--- config.mk ---
export PLATFORM = sky130hd
export DESIGN_NAME = segDisplayTop
export DESIGN_NICKNAME = d
export VERILOG_FILES = /design/src/hw/segDisplay_pkg.sv /design/src/hw/strobeBank.sv /design/src/hw/scanCtrl.sv /design/src/hw/brightPwm.sv /design/src/hw/segDecoder.sv /design/src/hw/segDisplayTop.sv
export VERILOG_INCLUDE_DIRS = /design/src /design/src/hw
export SDC_FILE = /design/constraint.sdc
export NUM_CORES = 1
export LEC_CHECK = 0
export ABC_CLOCK_PERIOD_IN_PS = 3100
export BUFFER_PORTS_ARGS = -buffer_cell sky130_fd_sc_hd__buf_4
export CAP_MARGIN = 0
export CORE_MARGIN = 4
export CORE_UTILIZATION = 50
export CTS_BUF_LIST = sky130_fd_sc_hd__clkbuf_2
export CTS_CLUSTER_SIZE = 28
export DETAILED_ROUTE_END_ITERATION = 10
export PLACE_DENSITY = 0.78
export SLEW_MARGIN = 0
export SYNTH_ARGS = -nofsm -noshare
export SYNTH_HDL_FRONTEND = slang
export SYNTH_SLANG_ARGS = --single-unit
--- constraint.sdc ---
create_clock -name clk -period 3.1 [get_ports clk]
set_input_delay 0.31 -clock clk [delete_from_list [all_inputs] [get_ports clk]]
set_output_delay 0.31 -clock clk [all_outputs]
set_load 0.1 [all_outputs]
--- src/hw/segDisplay_defines.svh ---
`ifndef SEG_DISPLAY_DEFINES_SVH
`define SEG_DISPLAY_DEFINES_SVH

// digit count, one 9-pin port per digit wired straight to IO
`define SEG_NUM 4

// cycles per scan slot (at most 16 for the 4-bit slot position)
`define SEG_SLOT 16

// full scan rounds per blink half-period
`define SEG_BLINK_ROUNDS 2

// common terminal polarity
// 1 for common anode, every pin level flipped
`define SEG_COM 1

`endif

--- src/hw/segDisplay_pkg.sv ---
`include "segDisplay_defines.svh"

package segDisplay_pkg;

  // one digit register entry
  typedef struct packed {
    logic [4:0] code;  // 0..15 hex, 16..25 extended glyphs
    logic       dp;    // decimal point on
    logic       blink; // follows the blink phase
  } digitEntryT;

  // display configuration
  typedef struct packed {
    logic [3:0] level;  // brightness, cycles lit per slot
    logic       enable; // scan running
  } dispCfgT;

  // pin levels of one digit port, bit 8 dig, bit 7 dp, bits 6..0 g..a
  typedef struct packed {
    logic       dig;
    logic       dp;
    logic [6:0] seg;
  } segPortT;

  // digit select
  typedef logic [$clog2(`SEG_NUM)-1:0] digitIdxT;

endpackage

--- src/hw/strobeBank.sv ---
`timescale 1ns/1ns
`include "segDisplay_defines.svh"

// register bank loaded by a plain write strobe
module strobeBank #(
  parameter type entryT = segDisplay_pkg::digitEntryT,
  parameter int  depth  = `SEG_NUM,
  localparam int idxW   = (depth > 1) ? $clog2(depth) : 1
) (
  input  logic            clk,
  input  logic            arstN,
  input  logic            wr,     // strobe, one write per cycle max
  input  logic [idxW-1:0] idx,    // entry select
  input  entryT           wrData,
  output entryT           q [depth]
);

  // all entries come up zeroed
  // code 0, no dp, no blink / level 0, disabled
  always_ff @(posedge clk or negedge arstN) begin
    if (!arstN) begin
      for (int i = 0; i < depth; i++) begin
        q[i] <= '0;
      end
    end else if (wr) begin
      for (int i = 0; i < depth; i++) begin
        if (idx == idxW'(i)) begin // only the addressed entry loads
          q[i] <= wrData;
        end
      end
    end
  end

endmodule

--- src/hw/scanCtrl.sv ---
`timescale 1ns/1ns
`include "segDisplay_defines.svh"

// scan sequencer
// slot counter -> digit counter -> round counter -> blink phase
module scanCtrl (
  input  logic                     clk,
  input  logic                     arstN,
  input  segDisplay_pkg::dispCfgT  cfg,
  output segDisplay_pkg::digitIdxT curIdx,  // digit owning the current slot
  output logic [3:0]               slotPos, // cycle inside the slot
  output logic                     blinkOn  // blink phase, 1 = lit
);
  import segDisplay_pkg::*;

  localparam int roundW = (`SEG_BLINK_ROUNDS > 1) ? $clog2(`SEG_BLINK_ROUNDS) : 1;
  localparam logic [3:0] slotLast = 4'(`SEG_SLOT - 1);
  localparam digitIdxT idxLast = digitIdxT'(`SEG_NUM - 1);
  localparam logic [roundW-1:0] roundLast = roundW'(`SEG_BLINK_ROUNDS - 1);

  logic [roundW-1:0] roundCnt; // completed rounds in this blink phase
  logic              slotEnd;  // last cycle of a slot
  logic              roundEnd; // last cycle of the last digit's slot

  assign slotEnd  = (slotPos == slotLast);
  assign roundEnd = slotEnd && (curIdx == idxLast);

  // slot and digit counters
  // parked at zero while disabled, so the cycle enable rises is digit 0 slot 0
  always_ff @(posedge clk or negedge arstN) begin
    if (!arstN) begin
      slotPos <= '0;
      curIdx  <= '0;
    end else if (!cfg.enable) begin
      slotPos <= '0;
      curIdx  <= '0;
    end else if (slotEnd) begin
      slotPos <= '0;
      curIdx  <= (curIdx == idxLast) ? '0 : curIdx + 1'b1; // wrap after last digit
    end else begin
      slotPos <= slotPos + 4'd1;
    end
  end

  // blink phase, flips every SEG_BLINK_ROUNDS full rounds
  always_ff @(posedge clk or negedge arstN) begin
    if (!arstN) begin
      roundCnt <= '0;
      blinkOn  <= 1'b1;
    end else if (!cfg.enable) begin
      roundCnt <= '0;
      blinkOn  <= 1'b1; // restart lit
    end else if (roundEnd) begin
      if (roundCnt == roundLast) begin
        roundCnt <= '0;
        blinkOn  <= ~blinkOn;
      end else begin
        roundCnt <= roundCnt + 1'b1;
      end
    end
  end

endmodule

--- src/hw/brightPwm.sv ---
`timescale 1ns/1ns
`include "segDisplay_defines.svh"

// per-digit enable
// scan select gated by brightness duty and blink phase
module brightPwm (
  input  logic                       clk,
  input  logic                       arstN,
  input  segDisplay_pkg::dispCfgT    cfg,
  input  segDisplay_pkg::digitEntryT entries [`SEG_NUM],
  input  segDisplay_pkg::digitIdxT   curIdx,
  input  logic [3:0]                 slotPos,
  input  logic                       blinkOn,
  output logic                       digEn   [`SEG_NUM] // logical, before polarity
);
  import segDisplay_pkg::*;

  logic inDuty; // still under the brightness level in this slot

  // level 0 never lit, level 15 lit 15 of 16 cycles
  assign inDuty = cfg.enable && (slotPos < cfg.level);

  generate
    for (genvar d = 0; d < `SEG_NUM; d++) begin : genEn
      logic sel;   // this digit owns the slot
      logic shown; // not masked by blink off phase

      assign sel   = (curIdx == digitIdxT'(d));
      assign shown = blinkOn || !entries[d].blink;

      // registered, lags curIdx by one cycle
      always_ff @(posedge clk or negedge arstN) begin
        if (!arstN) begin
          digEn[d] <= 1'b0;
        end else begin
          digEn[d] <= inDuty && sel && shown;
        end
      end
    end
  endgenerate

endmodule

--- src/hw/segDecoder.sv ---
`timescale 1ns/1ns
`include "segDisplay_defines.svh"

// glyph decode and pin polarity for every digit port
module segDecoder (
  input  segDisplay_pkg::digitEntryT entries [`SEG_NUM],
  input  logic                       digEn   [`SEG_NUM],
  output segDisplay_pkg::segPortT    ledsd   [`SEG_NUM]
);

  localparam logic comLvl = 1'(`SEG_COM); // 1 flips every pin

  generate
    for (genvar i = 0; i < `SEG_NUM; i++) begin : genPort
      logic [6:0] glyph; // logical segments, g..a, 1 = lit

      always_comb begin
        case (entries[i].code)
          5'd0:    glyph = 7'h3F; // 0
          5'd1:    glyph = 7'h06; // 1
          5'd2:    glyph = 7'h5B; // 2
          5'd3:    glyph = 7'h4F; // 3
          5'd4:    glyph = 7'h66; // 4
          5'd5:    glyph = 7'h6D; // 5
          5'd6:    glyph = 7'h7D; // 6
          5'd7:    glyph = 7'h07; // 7
          5'd8:    glyph = 7'h7F; // 8
          5'd9:    glyph = 7'h6F; // 9
          5'd10:   glyph = 7'h77; // A
          5'd11:   glyph = 7'h7C; // b
          5'd12:   glyph = 7'h39; // C
          5'd13:   glyph = 7'h5E; // d
          5'd14:   glyph = 7'h79; // E
          5'd15:   glyph = 7'h71; // F
          // extended set, always on
          5'd16:   glyph = 7'h76; // H
          5'd17:   glyph = 7'h38; // L
          5'd18:   glyph = 7'h54; // n
          5'd19:   glyph = 7'h5C; // o
          5'd20:   glyph = 7'h73; // P
          5'd21:   glyph = 7'h67; // q
          5'd22:   glyph = 7'h3E; // U
          5'd23:   glyph = 7'h6E; // y
          5'd24:   glyph = 7'h40; // -
          5'd25:   glyph = 7'h48; // =
          default: glyph = 7'h00; // 26..31 dark
        endcase
      end

      // pin = logical XOR common level
      assign ledsd[i] = '{
        dig: digEn[i] ^ comLvl,
        dp:  entries[i].dp ^ comLvl,
        seg: glyph ^ {7{comLvl}}
      };
    end
  endgenerate

endmodule

--- src/hw/segDisplayTop.sv ---
`timescale 1ns/1ns
`include "segDisplay_defines.svh"

// direct-drive seven-segment display, one 9-pin port per digit
module segDisplayTop (
  input  logic                       clk,
  input  logic                       arstN,
  input  logic                       wrEn,    // digit entry write strobe
  input  segDisplay_pkg::digitIdxT   wrIdx,
  input  segDisplay_pkg::digitEntryT wrData,
  input  logic                       cfgWr,   // config write strobe
  input  segDisplay_pkg::dispCfgT    cfgData,
  output segDisplay_pkg::segPortT    ledsd [`SEG_NUM]
);
  import segDisplay_pkg::*;

  digitEntryT entries [`SEG_NUM]; // per-digit code, dp, blink
  dispCfgT    cfgQ    [1];        // single config entry
  digitIdxT   curIdx;
  logic [3:0] slotPos;
  logic       blinkOn;
  logic       digEn   [`SEG_NUM];

  strobeBank #(.entryT(digitEntryT), .depth(`SEG_NUM)) digitBank_i (
    .clk(clk), .arstN(arstN), .wr(wrEn), .idx(wrIdx), .wrData(wrData), .q(entries)
  );

  // one entry, index tied off
  strobeBank #(.entryT(dispCfgT), .depth(1)) cfgBank_i (
    .clk(clk), .arstN(arstN), .wr(cfgWr), .idx(1'b0), .wrData(cfgData), .q(cfgQ)
  );

  scanCtrl scanCtrl_i (
    .clk(clk), .arstN(arstN), .cfg(cfgQ[0]),
    .curIdx(curIdx), .slotPos(slotPos), .blinkOn(blinkOn)
  );

  brightPwm brightPwm_i (
    .clk(clk), .arstN(arstN), .cfg(cfgQ[0]), .entries(entries),
    .curIdx(curIdx), .slotPos(slotPos), .blinkOn(blinkOn), .digEn(digEn)
  );

  segDecoder segDecoder_i (.entries(entries), .digEn(digEn), .ledsd(ledsd));

endmodule

# --- After elaboration in Yosys (flattened, before gate mapping) ---
# Memories as Yosys holds them, arrays and structs flattened.
# Cells that the tools add are included.
totals:
  mem_bits_ro: 896
  n_memories: 4
  out_inout_bits: 36
  input_bits: 18
  word_cells: 89
  regBits: 45
mem_list:
  columns: ["memory", "depth", "word_bits", "rd", "rd_clocked_by_memory_dff", "write_ports", "line", "text"]
  rows:
  - ["(name not given)", 32, 7, 1, 0, 0, "segDecoder.sv:18", "case (entries[i].code)"]
  - ["(name not given)", 32, 7, 1, 0, 0, "segDecoder.sv:18", null]
  - ["(name not given)", 32, 7, 1, 0, 0, "segDecoder.sv:18", null]
  - ["(name not given)", 32, 7, 1, 0, 0, "segDecoder.sv:18", null]
op_classes:
  n_reduce_logical: 25
  bitwise: 13
  n_mux: 11
  n_lt_le_gt_ge: 1
  n_eq_ne: 10
  n_addsub: 3
ops:
  columns: ["op", "count"]
  rows:
  - ["$not 7->7", 4]
  - ["$logic_and 1x1->1", 10]
  - ["$reduce_and 2->1", 5]
  - ["$not 1->1", 9]
  - ["$eq 2x2->1 const B", 4]
  - ["$mux 4", 2]
  - ["$mux 1", 6]
  - ["$mux 2", 3]
  - ["$ne 2x1->1 const B", 3]
  - ["$add 4x1->4 const B", 1]
  - ["$eq 2x1->1 const B", 2]
  - ["$eq 4x4->1 const B", 1]
  - ["$logic_not 1->1", 4]
  - ["$logic_not 2->1", 2]
  - ["$logic_or 1x1->1", 4]
  - ["$lt 4x4->1", 1]
  - ["$add 2x1->2 const B", 1]
  - ["$add 1x1->1 const B", 1]

# --- Logic depth before layout (Yosys ltp) ---
# Gate-level depths: netlist of run 1.
logic_depth:
  word_depth: 4
  ltp_mapped: 5
  mapped_depth_nobuf: 5

# --- Hierarchy ---
# Synthesis of run 1 repeated with hierarchy kept, for this count alone.
unflattened:
  hier_cells: 348
  area_unflattened_um2: 3513.4
modules_own_cells:
  columns: ["module", "instances", "seq_area_each_um2", "cells_per_inst", "area_per_inst_um2"]
  rows:
  - ["segDecoder", 1, 0.0, 222, 1624.1]
  - ["strobeBank at digitBank_i", 1, 700.7, 60, 1067.3]
  - ["scanCtrl", 1, 201.4, 32, 370.4]
  - ["brightPwm", 1, 100.1, 22, 252.7]
  - ["strobeBank at cfgBank_i", 1, 125.1, 11, 195.2]
  - ["segDisplayTop", 1, 0.0, 1, 3.8]

# --- Worst setup path after synthesis of run 1 ---
# OpenSTA, ideal clock, no wires.
synth_path:
  path_kind: "reg-to-output"
  start: "register digitBank_i.q[3] (netlist name)"
  end: "output port ledsd[1] (netlist name)"
  arrival_time_ns: 4.239
  stages_incl_launch_ff: 4
  n_path_buf: 0
  t_required_ns: 2.790
  setup_slack_ns: -1.449
  path_cell_list: "dfrtp_1 -> inv_1 -> ha_1 -> o311ai_0"
synth_rtl:
  columns: ["element", "line", "text"]
  rows:
  - ["start: declaration", "strobeBank.sv:15", "output entryT q [depth]"]
  - ["start signal: indexed assignment", "strobeBank.sv:28", "q[i] <= wrData;"]
  - ["end: declaration", "segDisplayTop.sv:13", "output segDisplay_pkg::segPortT ledsd [`SEG_NUM]"]

==> results.md, run 1 <==
* Status: finished, final reports clean
* Worst path cell trace: inv_1 > ha_1 > inv_1 > mux4_2 > mux2_2 > buf_4
* Max IR drop VDD at 0.345 mV
* Worst slew pin tran at 0.647 ns
* Via count at 2,805
* Area leader, netlist: dfrtp_1
* RSZ-0062 raised after global routing: no
* TritonCTS clock tree: done
* Post-synth ARST share at 100%
* Core Area at 6490 µm²
* Post-Synth XOR/XNOR Area at 0.511%
* Starting Density at 52.8%
* Top delay family on crit path: multiplexers
* Placed instance count at 477
* Mux contribution to synthesized area at 15.8%
* Cell Pwr Density at 852 nW/µm²
* Most frequent cells in the layout: buf_4 (54), dfrtp_1 (44), mux2_2 (34)
* Yosys warns at 0
* Synth area leaders: dfrtp_1 (32%), mux2_2 (11%), ha_1 (11%)
* Total power at 3.34 mW
* Mapped Nets at 419
* Commonest non-fill, non-tap cell in the layout: buf_4
* Critical path endpoint category: primary output
* Num CTS Buffers at 5
* # port buffers at 53
* CP peak stage delay at 0.55 ns
* Final worst slack at 0.417 ns
* Residual DRC at 0
* Synthesized cell area at 3430 µm²
* Final Critical Period at 2.68 ns
* Pleak at 1.80 nW
* Die Width at 90.8 µm
* MaxCap Viol Count at 0
* WS Path Type: flip-flop to primary output
* Worst slew margin at 56.8%
* HPWL Detailed at 5.34 mm
* Worst clock skew at 0.00873 ns
* Number of flops mapped to enable cells by yosys at 0
* Worst skew pair latency at 0.40 ns
* Longest Clk Path Bufs at 2
* Antenna-violating nets left at 0
* Vias in the first global route at 2,631
* Hold WC Path Type: input port to flip-flop
* Syn_area_per_cell at 9.22 µm²
* Cell variety after synth at 49
* Total Wirelength at 7.23 mm
* Die area at 8250 µm²
* Initial antenna violation count at 0
* Cell count after synthesis at 372
* Seq cells post-synth at 45
* Compound-gate portion of the synthesized area at 18.2%
* H-tree levels at 2
* Overflow after GRT at 0
* Register area share after synthesis at 32.9%
* Sink Count at 45
* Clock-pin transition on the worst setup and hold timing paths at 0.22 ns
* Buf/Inv on CP at 3
* Main combinational cell family by area after synthesis: compound AO/OA/AOI/OAI gates
* Post-synth top area share at 32.1%
* Antenna Cells at 0
* Place WS at 0.880 ns
* Die H at 90.8 µm
* WL/cell at 14.9 µm
* Period utilization at 86.5%
* CP max stage cell: dfrtp_1
* Layout cell share with drive strength beyond 1 at 25.4%
* Post-Synth Adder-Cell Area at 10.6%
* CP max FO at 10
* Area Growth Syn to Fin at 14.3%
* Final hold viol count at 0
* Nets@finish at 455
* Total track usage at 17.6%
* Post_cts resized at 0
* First-pass GRT wire length at 12.2 mm
* Final setup viols at 0
* Synth Area in Simple Gates at 14.7%
* Routability Congestion at 0.866
* Ports at 54
* Critical Path RT at 2.79 ns
* Nature of the critical path startpoint: flip-flop
* Max-slew violation count at 0
* Top FF cell, synth: dfrtp_1
* Via/cell ratio at 5.77
* Most frequent CP cell: inv_1
* Fmax at 373 MHz
* Std-Cell Rows at 29
* Setup TNS at 0 ns
* Largest net degree at the start of global routing at 46
* Root buffer cell: clkbuf_2
* DR iter-0 viols at 155
* Fin cells at 486
* WP data arrival at 2.37 ns
* Pre-Repair DR Iteration Count at 4
==> final cells by class <==
class / count / area [µm²]
clock inverters: 3 / 65.1
clock buffers: 5 / 25.0
fillers: 563 / 2570
flip-flops and latches: 45 / 1130
multi-input cells: 269 / 2070
repair buffers: 55 / 415
well taps: 77 / 96.3
inverters: 32 / 120
==> worst reg2reg max path, cell delays in order (launching register included) <==
cell      delay (ns)
dfrtp_1         0.47
ha_1            0.38
nand2_1         0.08
nand3b_1        0.13
a311oi_1        0.32
==> through the flow <==
stage	util, %	hold WS, ns	instance area, µm²
6_report	60.4	0.0962	3920
5_1_grt	60.4	0.0606	3920
4_1_cts	60.4	0.0798	3920
3_5_place_dp	58.8	0.343	3820
3_3_place_gp	58.8	0.340	3820
2_1_floorplan	-	0.0144	3450
==> routing by layer <==
metal  GRT usage (%)  part of all wire (%)
met5               0                     0
met4            5.53                   2.0
met3            2.92                   3.5
met2            29.2                    48
met1            23.6                    46
==> synth_stat cells, types with 2 or more instances <==
master	instances
a21boi_0	2
o221ai_1	3
ha_1	29
buf_4	2
inv_1	32
and3_1	3
o21a_1	5
dfrtp_1	44
o22a_1	2
and2_1	5
nor2_1	8
mux2i_1	9
or3_1	3
o22ai_1	5
a311oi_1	4
o31ai_1	2
o21ai_0	33
a221oi_1	4
mux2_2	34
nand2_1	29
buf_1	3
mux4_2	3
a21o_1	3
nor2b_1	10
nand2b_1	8
a21oi_1	16
clkbuf_1	5
a211oi_1	5
a31oi_1	3
nand3_1	5
nor3_1	8
nor3b_1	5
buf_2	15
a2111oi_0	5
nand3b_1	6
==> final timing paths <==
| kind | from | endpoint | slack [ns] | cells past startpoint |
|---|---|---|---|---|
| max | digitBank_i.q[3]$_DFFE_PN0P_ | ledsd[3] | 0.42 | 6 |
| min | cfgData[2] | cfgBank_i.q[2]$_DFFE_PN0P_ | 0.1 | 3 |
| max reg2reg | scanCtrl_i.slotPos[3]$_DFF_PN0_ | brightPwm_i.digEn[1]$_DFF_PN0_ | 1.62 | 4 |
| min reg2reg | digitBank_i.q[15]$_DFFE_PN0P_ | digitBank_i.q[15]$_DFFE_PN0P_ | 0.54 | 1 |
| max in group asynchronous | arstN | brightPwm_i.digEn[1]$_DFF_PN0_ | 2.33 | 2 |
| min in group asynchronous | arstN | digitBank_i.q[23]$_DFFE_PN0P_ | 0.39 | 2 |
==> power breakdown <==
group / leakage (nW) / internal, mW / switching, mW
Combinational: 1.19 / 0.564 / 1.50
Sequential: 0.554 / 0.666 / 0.209
Clock: 0.0529 / 0.216 / 0.185
Total: 1.80 / 1.45 / 1.90
==> kinds of logic (layout without fill, tap and decap cells) <==
group,after synthesis,after routing
compound gates,97,97
flops,45,45
buf+inv,58,95
fa+ha+maj,29,29
xor+xnor,2,2
simple gates,95,95
mux,46,46
==> timing repair <==
| item | 4_1_cts | 5_1_grt |
|---|---|---|
| hold endpoints to repair | 44 | 0 |
| hold buffers | 1 | 0 |
| setup buffers | 0 | 0 |
==> sequential cells by signal (all words and copies together), names as in the netlist <==
signal and cells:
scanCtrl_i.curIdx 2, digitBank_i.q 28, scanCtrl_i.slotPos 4, cfgBank_i.q 5, scanCtrl_i.roundCnt 1, brightPwm_i.digEn 4
scanCtrl_i.blinkOn 1
Power figures use the tool's default switching activity.
==> run 2: changes to the inputs <==
Settings changed: CORE_UTILIZATION 50 to 55, CTS_CLUSTER_DIAMETER set to 100, PLACE_DENSITY 0.78 to 0.84, RECOVER_POWER set to 50.
==> run 2 against run 1 <==
Effect of this change: cell area shrank 1.0%; register-to-register slack hardly changed; combinational power about the same; setup slack got worse by 0.026 ns; critical endpoint is now ledsd[12]; first-iteration DRC count down 11%; sequential power about the same; the run now ends with capacitance limit, slew limit left; clock-buffer cell count up 1.
==> results.md, run 2 (synthesis gave the netlist of run 1 again) <==
* Status: finished, violations left
* Failing checks: capacitance limit, slew limit
* TritonCTS clock tree: done
* First-pass GRT wire length at 12.3 mm
* Sink Count at 45
* Starting Density at 57.3%
* Max-slew violation count at 46
* WP data arrival at 2.40 ns
* Via count at 2,860
* CP max FO at 11
* Number of flip-flops in the largest register at 28
* Min-Delay Endpoint: cfgBank_i.q[3]$_DFFE_PN0P_
* Overflow after GRT at 0
* WL/cell at 14.9 µm
* Total power at 3.26 mW
* Total Wirelength at 7.20 mm
* Hold depth at 3
* MaxCap Viol Count at 1
* Nature of the critical path startpoint: flip-flop
* Nets@finish at 455
* Utilization of the core after routing at 64.8%
* Pre-Repair DR Iteration Count at 4
* Die H at 87.0 µm
* Largest registers: digitBank_i.q (28), cfgBank_i.q (5)
* Hold WC Path Type: input port to flip-flop
* Final setup viols at 0
* Vias in the first global route at 2,638
* Worst path cell trace: inv_1 > ha_1 > nor2b_1 > a21o_1 > mux4_2 > buf_4
* Longest Clk Path Bufs at 2
* Antenna Cells at 0
* Cell Pwr Density at 839 nW/µm²
* Core Area at 5990 µm²
* WS Path Type: flip-flop to primary output
* Die Width at 87.0 µm
* Critical Path RT at 2.79 ns
* Reg2Reg Depth at 4
* Clock-pin transition on the worst setup and hold timing paths at 0.23 ns
* Max IR drop VDD at 0.516 mV
* Hold_sp: cfgData[3]
* Area Growth Syn to Fin at 13.1%
* Most frequent cells in the layout: buf_4 (51), dfrtp_1 (44), mux2_2 (34)
* CP peak stage delay at 0.58 ns
* Critical path endpoint category: primary output
* Worst clock skew at 0.0277 ns
* Num CTS Buffers at 5
* Final hold viol count at 0
* H-tree levels at 2
* Fin Hold WS at 0.0750 ns
* Top delay family on crit path: flip-flops
* Total track usage at 20.0%
* Largest net degree at the start of global routing at 46
* Final Critical Period at 2.71 ns
* Root buffer cell: clkbuf_2
* Reg with most FFs: digitBank_i.q
* Fmax at 369 MHz
* Std-Cell Rows at 28
* Buf/Inv on CP at 2
* Die area at 7570 µm²
* Routability Congestion at 0.841
* Worst skew pair latency at 0.42 ns
* Filler cells at 490
* Initial antenna violation count at 0
* Commonest non-fill, non-tap cell in the layout: buf_4
* HPWL Detailed at 5.24 mm
* Post-CTS setup buffer count at 0
* # port buffers at 53
* Flop-to-flop setup slack at 1.63 ns
* Via/cell ratio at 5.91
* FF-to-FF Start: scanCtrl_i.slotPos[0]$_DFF_PN0_
* Layout cell share with drive strength beyond 1 at 24.4%
* Worst slew margin at -54.1%
* Post_cts resized at 0
* Residual DRC at 0
* CP max stage cell: dfrtp_1
* Period utilization at 87.4%
* RSZ-0062 raised after global routing: no
* Ports at 54
* Capturing point of the worst reg2reg path: scanCtrl_i.curIdx[0]$_DFFE_PN0P_
* Antenna-violating nets left at 0
* DR iter-0 viols at 138
* Setup TNS at 0 ns
* Worst slew pin tran at 2.31 ns
* Pleak at 1.77 nW
-- run 2: worst max-delay path by stage --
| stage | start | end | slack (ns) | depth (start not counted) |
|---|---|---|---|---|
| finish | digitBank_i.q[10]$_DFFE_PN0P_ | ledsd[12] | 0.39 | 6 |
| floorplan | digitBank_i.q[3]$_DFFE_PN0P_ | ledsd[1] | -0.27 | 3 |
| CTS | digitBank_i.q[10]$_DFFE_PN0P_ | ledsd[12] | 0.37 | 6 |
| detailed placement | digitBank_i.q[3]$_DFFE_PN0P_ | ledsd[3] | 0.88 | 6 |
| global placement | digitBank_i.q[3]$_DFFE_PN0P_ | ledsd[3] | 0.96 | 6 |
| global route | digitBank_i.q[10]$_DFFE_PN0P_ | ledsd[9] | 0.21 | 6 |
-- run 2: worst min-delay path, delay by kind of cell --
kind            cells  cell delay (ns)
simple gates        1             0.04
buf+inv             1             0.08
compound gates      1             0.06
-- run 2: metrics by stage --
step / setup WS, ns / instances / area [µm²]
after detailed placement: 0.883 / 475 / 3820
after global routing: 0.210 / 484 / 3880
after CTS: 0.375 / 484 / 3890
after global placement: 0.963 / 475 / 3820
after floorplan: -0.268 / 372 / 3450
final: 0.392 / 484 / 3880
-- run 2: final cells by class --
type,count,area (µm²),area share (%)
Multi-Input combinational cell,269,2070,53.4
Clock inverter,2,33.8,0.870
Sequential cell,45,1130,29.0
Timing Repair Buffer,55,404,10.4
Inverter,32,120,3.09
Tap cell,75,93.8,2.42
Clock buffer,6,30.0,0.774
-- run 2: routing by layer --
| layer | up-vias | global-route usage, % | routed length [µm] |
|---|---|---|---|
| met5 | - | 0 | 0 |
| met1 | 1379 | 26.7 | 3230 |
| met3 | 11 | 3.12 | 322 |
| li1 | 1406 | - | - |
| met4 | 0 | 5.38 | 109 |
| met2 | 64 | 33.5 | 3540 |
-- run 2: power by group --
group	total (mW)	internal, mW	switching, mW
registers	0.877	0.666	0.211
clock network	0.318	0.138	0.181
logic	2.06	0.562	1.50
total	3.26	1.37	1.89
-- run 2: repair_timing --
| action | CTS | global route |
|---|---|---|
| endpoints found under the hold margin | 44 | 0 |
| hold buffers | 1 | 0 |
| endpoints found under the setup margin | 0 | 0 |
==> run 3: changes to the inputs <==
Settings changed: ABC_CLOCK_PERIOD_IN_PS 3100 to 3300.
Clock period 3.1 ns to 3.3 ns, I/O delays scaled along.
==> run 3 against run 2 <==
Effect of this change: the run still ends with capacitance limit, slew limit left; clock-buffer cell count is 1 lower; sequential power is 6.0% lower; cell area is 0.64% lower; die area stayed put; first-iteration DRC count is 21% higher; combinational power is 6% lower; routed wire length is 2.9% higher; largest cell class unchanged; highest routed layer unchanged.
==> results.md, run 3 (synthesis gave the netlist of run 1 again) <==
* Status: finished, violations left
* Failing checks: capacitance limit, slew limit
* Hold WC Path Type: input port to flip-flop
* Overflow after GRT at 0
* TritonCTS clock tree: done
* Die area at 7570 µm²
* Pleak at 1.76 nW
* Nets@finish at 455
* Max IR drop VDD at 0.521 mV
* Via/cell ratio at 5.90
* Initial antenna violation count at 0
* HPWL Detailed at 5.52 mm
* Setup TNS at 0 ns
* Worst skew pair latency at 0.42 ns
* Antenna Cells at 0
* Worst slew pin tran at 2.29 ns
* Nature of the critical path startpoint: flip-flop
* Dpl cell area at 3820 µm²
* Clock-pin transition on the worst setup and hold timing paths at 0.24 ns
* Worst clock skew at 0.0280 ns
* Placed instance count at 475
* Filler cells at 502
* WL/cell at 15.3 µm
* Reg with most FFs: digitBank_i.q
* Hold_sp: cfgData[3]
* Final setup viols at 0
* Core Area at 5990 µm²
* Sequential share of power at 27.5%
* Total power at 2.99 mW
* Number of flip-flops in the largest register at 28
* Longest Clk Path Bufs at 2
* Sw Pwr at 1.79 mW
* Total Wirelength at 7.41 mm
* Final Critical Period at 2.80 ns
* Final worst slack at 0.496 ns
* Cell Pwr Density at 777 nW/µm²
* Largest registers: digitBank_i.q (28), cfgBank_i.q (5)
* Int Pwr at 1.20 mW
* Total track usage at 20.0%
* Area Growth Syn to Fin at 12.4%
* Reg2Reg Depth at 4
* Ports at 54
* First-pass GRT wire length at 12.3 mm
* Routability Congestion at 0.849
* Place WS at 1.03 ns
* DR iter-0 viols at 167
* Flop-to-flop setup slack at 1.83 ns
* Fmax at 357 MHz
* WP data arrival at 2.47 ns
* Vias in the first global route at 2,641
* Fin Hold WS at 0.105 ns
* Critical path endpoint category: primary output
* Most frequent cells in the layout: buf_4 (50), dfrtp_1 (44), mux2_2 (34)
* Commonest non-fill, non-tap cell in the layout: buf_4
* H-tree levels at 2
* Min-Delay Endpoint: cfgBank_i.q[3]$_DFFE_PN0P_
* Layout cell share with drive strength beyond 1 at 24.2%
* WS Path Type: flip-flop to primary output
* Via count at 2,854
* CP max FO at 11
* Die Width at 87.0 µm
* Clock share of power at 7.6%
* MaxCap Viol Count at 1
* Comb pwr share at 64.9%
* Utilization of the core after routing at 64.4%
* Starting Density at 57.3%
* Die H at 87.0 µm
* Capturing point of the worst reg2reg path: scanCtrl_i.curIdx[0]$_DFFE_PN0P_
* # port buffers at 53
* Antenna-violating nets left at 0
* RSZ-0062 raised after global routing: no
* Sink Count at 45
* Std-Cell Rows at 28
* Root buffer cell: clkbuf_2
* Final hold viol count at 0
* Num CTS Buffers at 5
* Sw frac at 59.8%
* Fin cells at 484
* Pre-Repair DR Iteration Count at 5
* FF-to-FF Start: scanCtrl_i.slotPos[0]$_DFF_PN0_
* Period utilization at 85.0%
* Residual DRC at 0
* Post-layout instance area at 3860 µm²
* Critical Path RT at 2.97 ns
* Max-slew violation count at 46
* Largest net degree at the start of global routing at 46
* Hold depth at 3
* Worst slew margin at -52.8%
## run 3: changes by cell type in the layout (fill, tap and decap cells not counted), sizes merged
cell    delta
bufinv     -1
buf        -1
clkinv     +2
## run 3: what timing repair did
item,CTS,global route
hold buffers,1,0
endpoints found under the hold margin,44,0
setup endpoints to repair,0,0
setup buffers,0,0
gates resized for setup,0,0
## run 3: cell type report
type | count | area, µm² | area share [%]
Clock buffer | 5 | 25.0 | 0.649
Clock inverter | 3 | 17.5 | 0.454
Inverter | 32 | 120 | 3.11
Multi-Input combinational cell | 269 | 2070 | 53.7
Sequential cell | 45 | 1130 | 29.2
Tap cell | 75 | 93.8 | 2.43
Timing Repair Buffer | 55 | 400 | 10.4
## run 3: power by group through the flow
| stage | registers, mW | logic, mW | clock network (mW) |
|---|---|---|---|
| finish | 0.824 | 1.94 | 0.228 |
| global route | 0.849 | 2.04 | 0.259 |
| CTS | 0.820 | 1.95 | 0.231 |
| detailed placement | 0.830 | 1.94 | 0 |
| global placement | 0.820 | 1.92 | 0 |
| floorplan | 0.689 | 1.74 | 0 |
## run 3: metal layers
layer | routed length (µm) | up-vias | GRT usage (%)
li1 | - | 1397 | -
met1 | 3250 | 1380 | 25.2
met2 | 3750 | 65 | 35.4
met3 | 304 | 12 | 3.22
met4 | 112 | 0 | 5.52
met5 | 0 | - | 0
## run 3: how the worst max path moves through the flow
stage	from	to	slack, ns
2_1_floorplan	digitBank_i.q[3]$_DFFE_PN0P_	ledsd[1]	-0.09
3_3_place_gp	digitBank_i.q[10]$_DFFE_PN0P_	ledsd[12]	1.15
3_5_place_dp	digitBank_i.q[17]$_DFFE_PN0P_	ledsd[21]	1.03
4_1_cts	digitBank_i.q[17]$_DFFE_PN0P_	ledsd[21]	0.53
5_1_grt	digitBank_i.q[24]$_DFFE_PN0P_	ledsd[30]	0.38
6_report	digitBank_i.q[17]$_DFFE_PN0P_	ledsd[21]	0.50
## run 3: worst max-delay path, stage by stage (launching register included)
cell	delay, ns
dfrtp_1	0.61
inv_1	0.13
ha_1	0.26
nor2b_1	0.17
a21o_1	0.18
mux4_2	0.45
buf_4	0.25
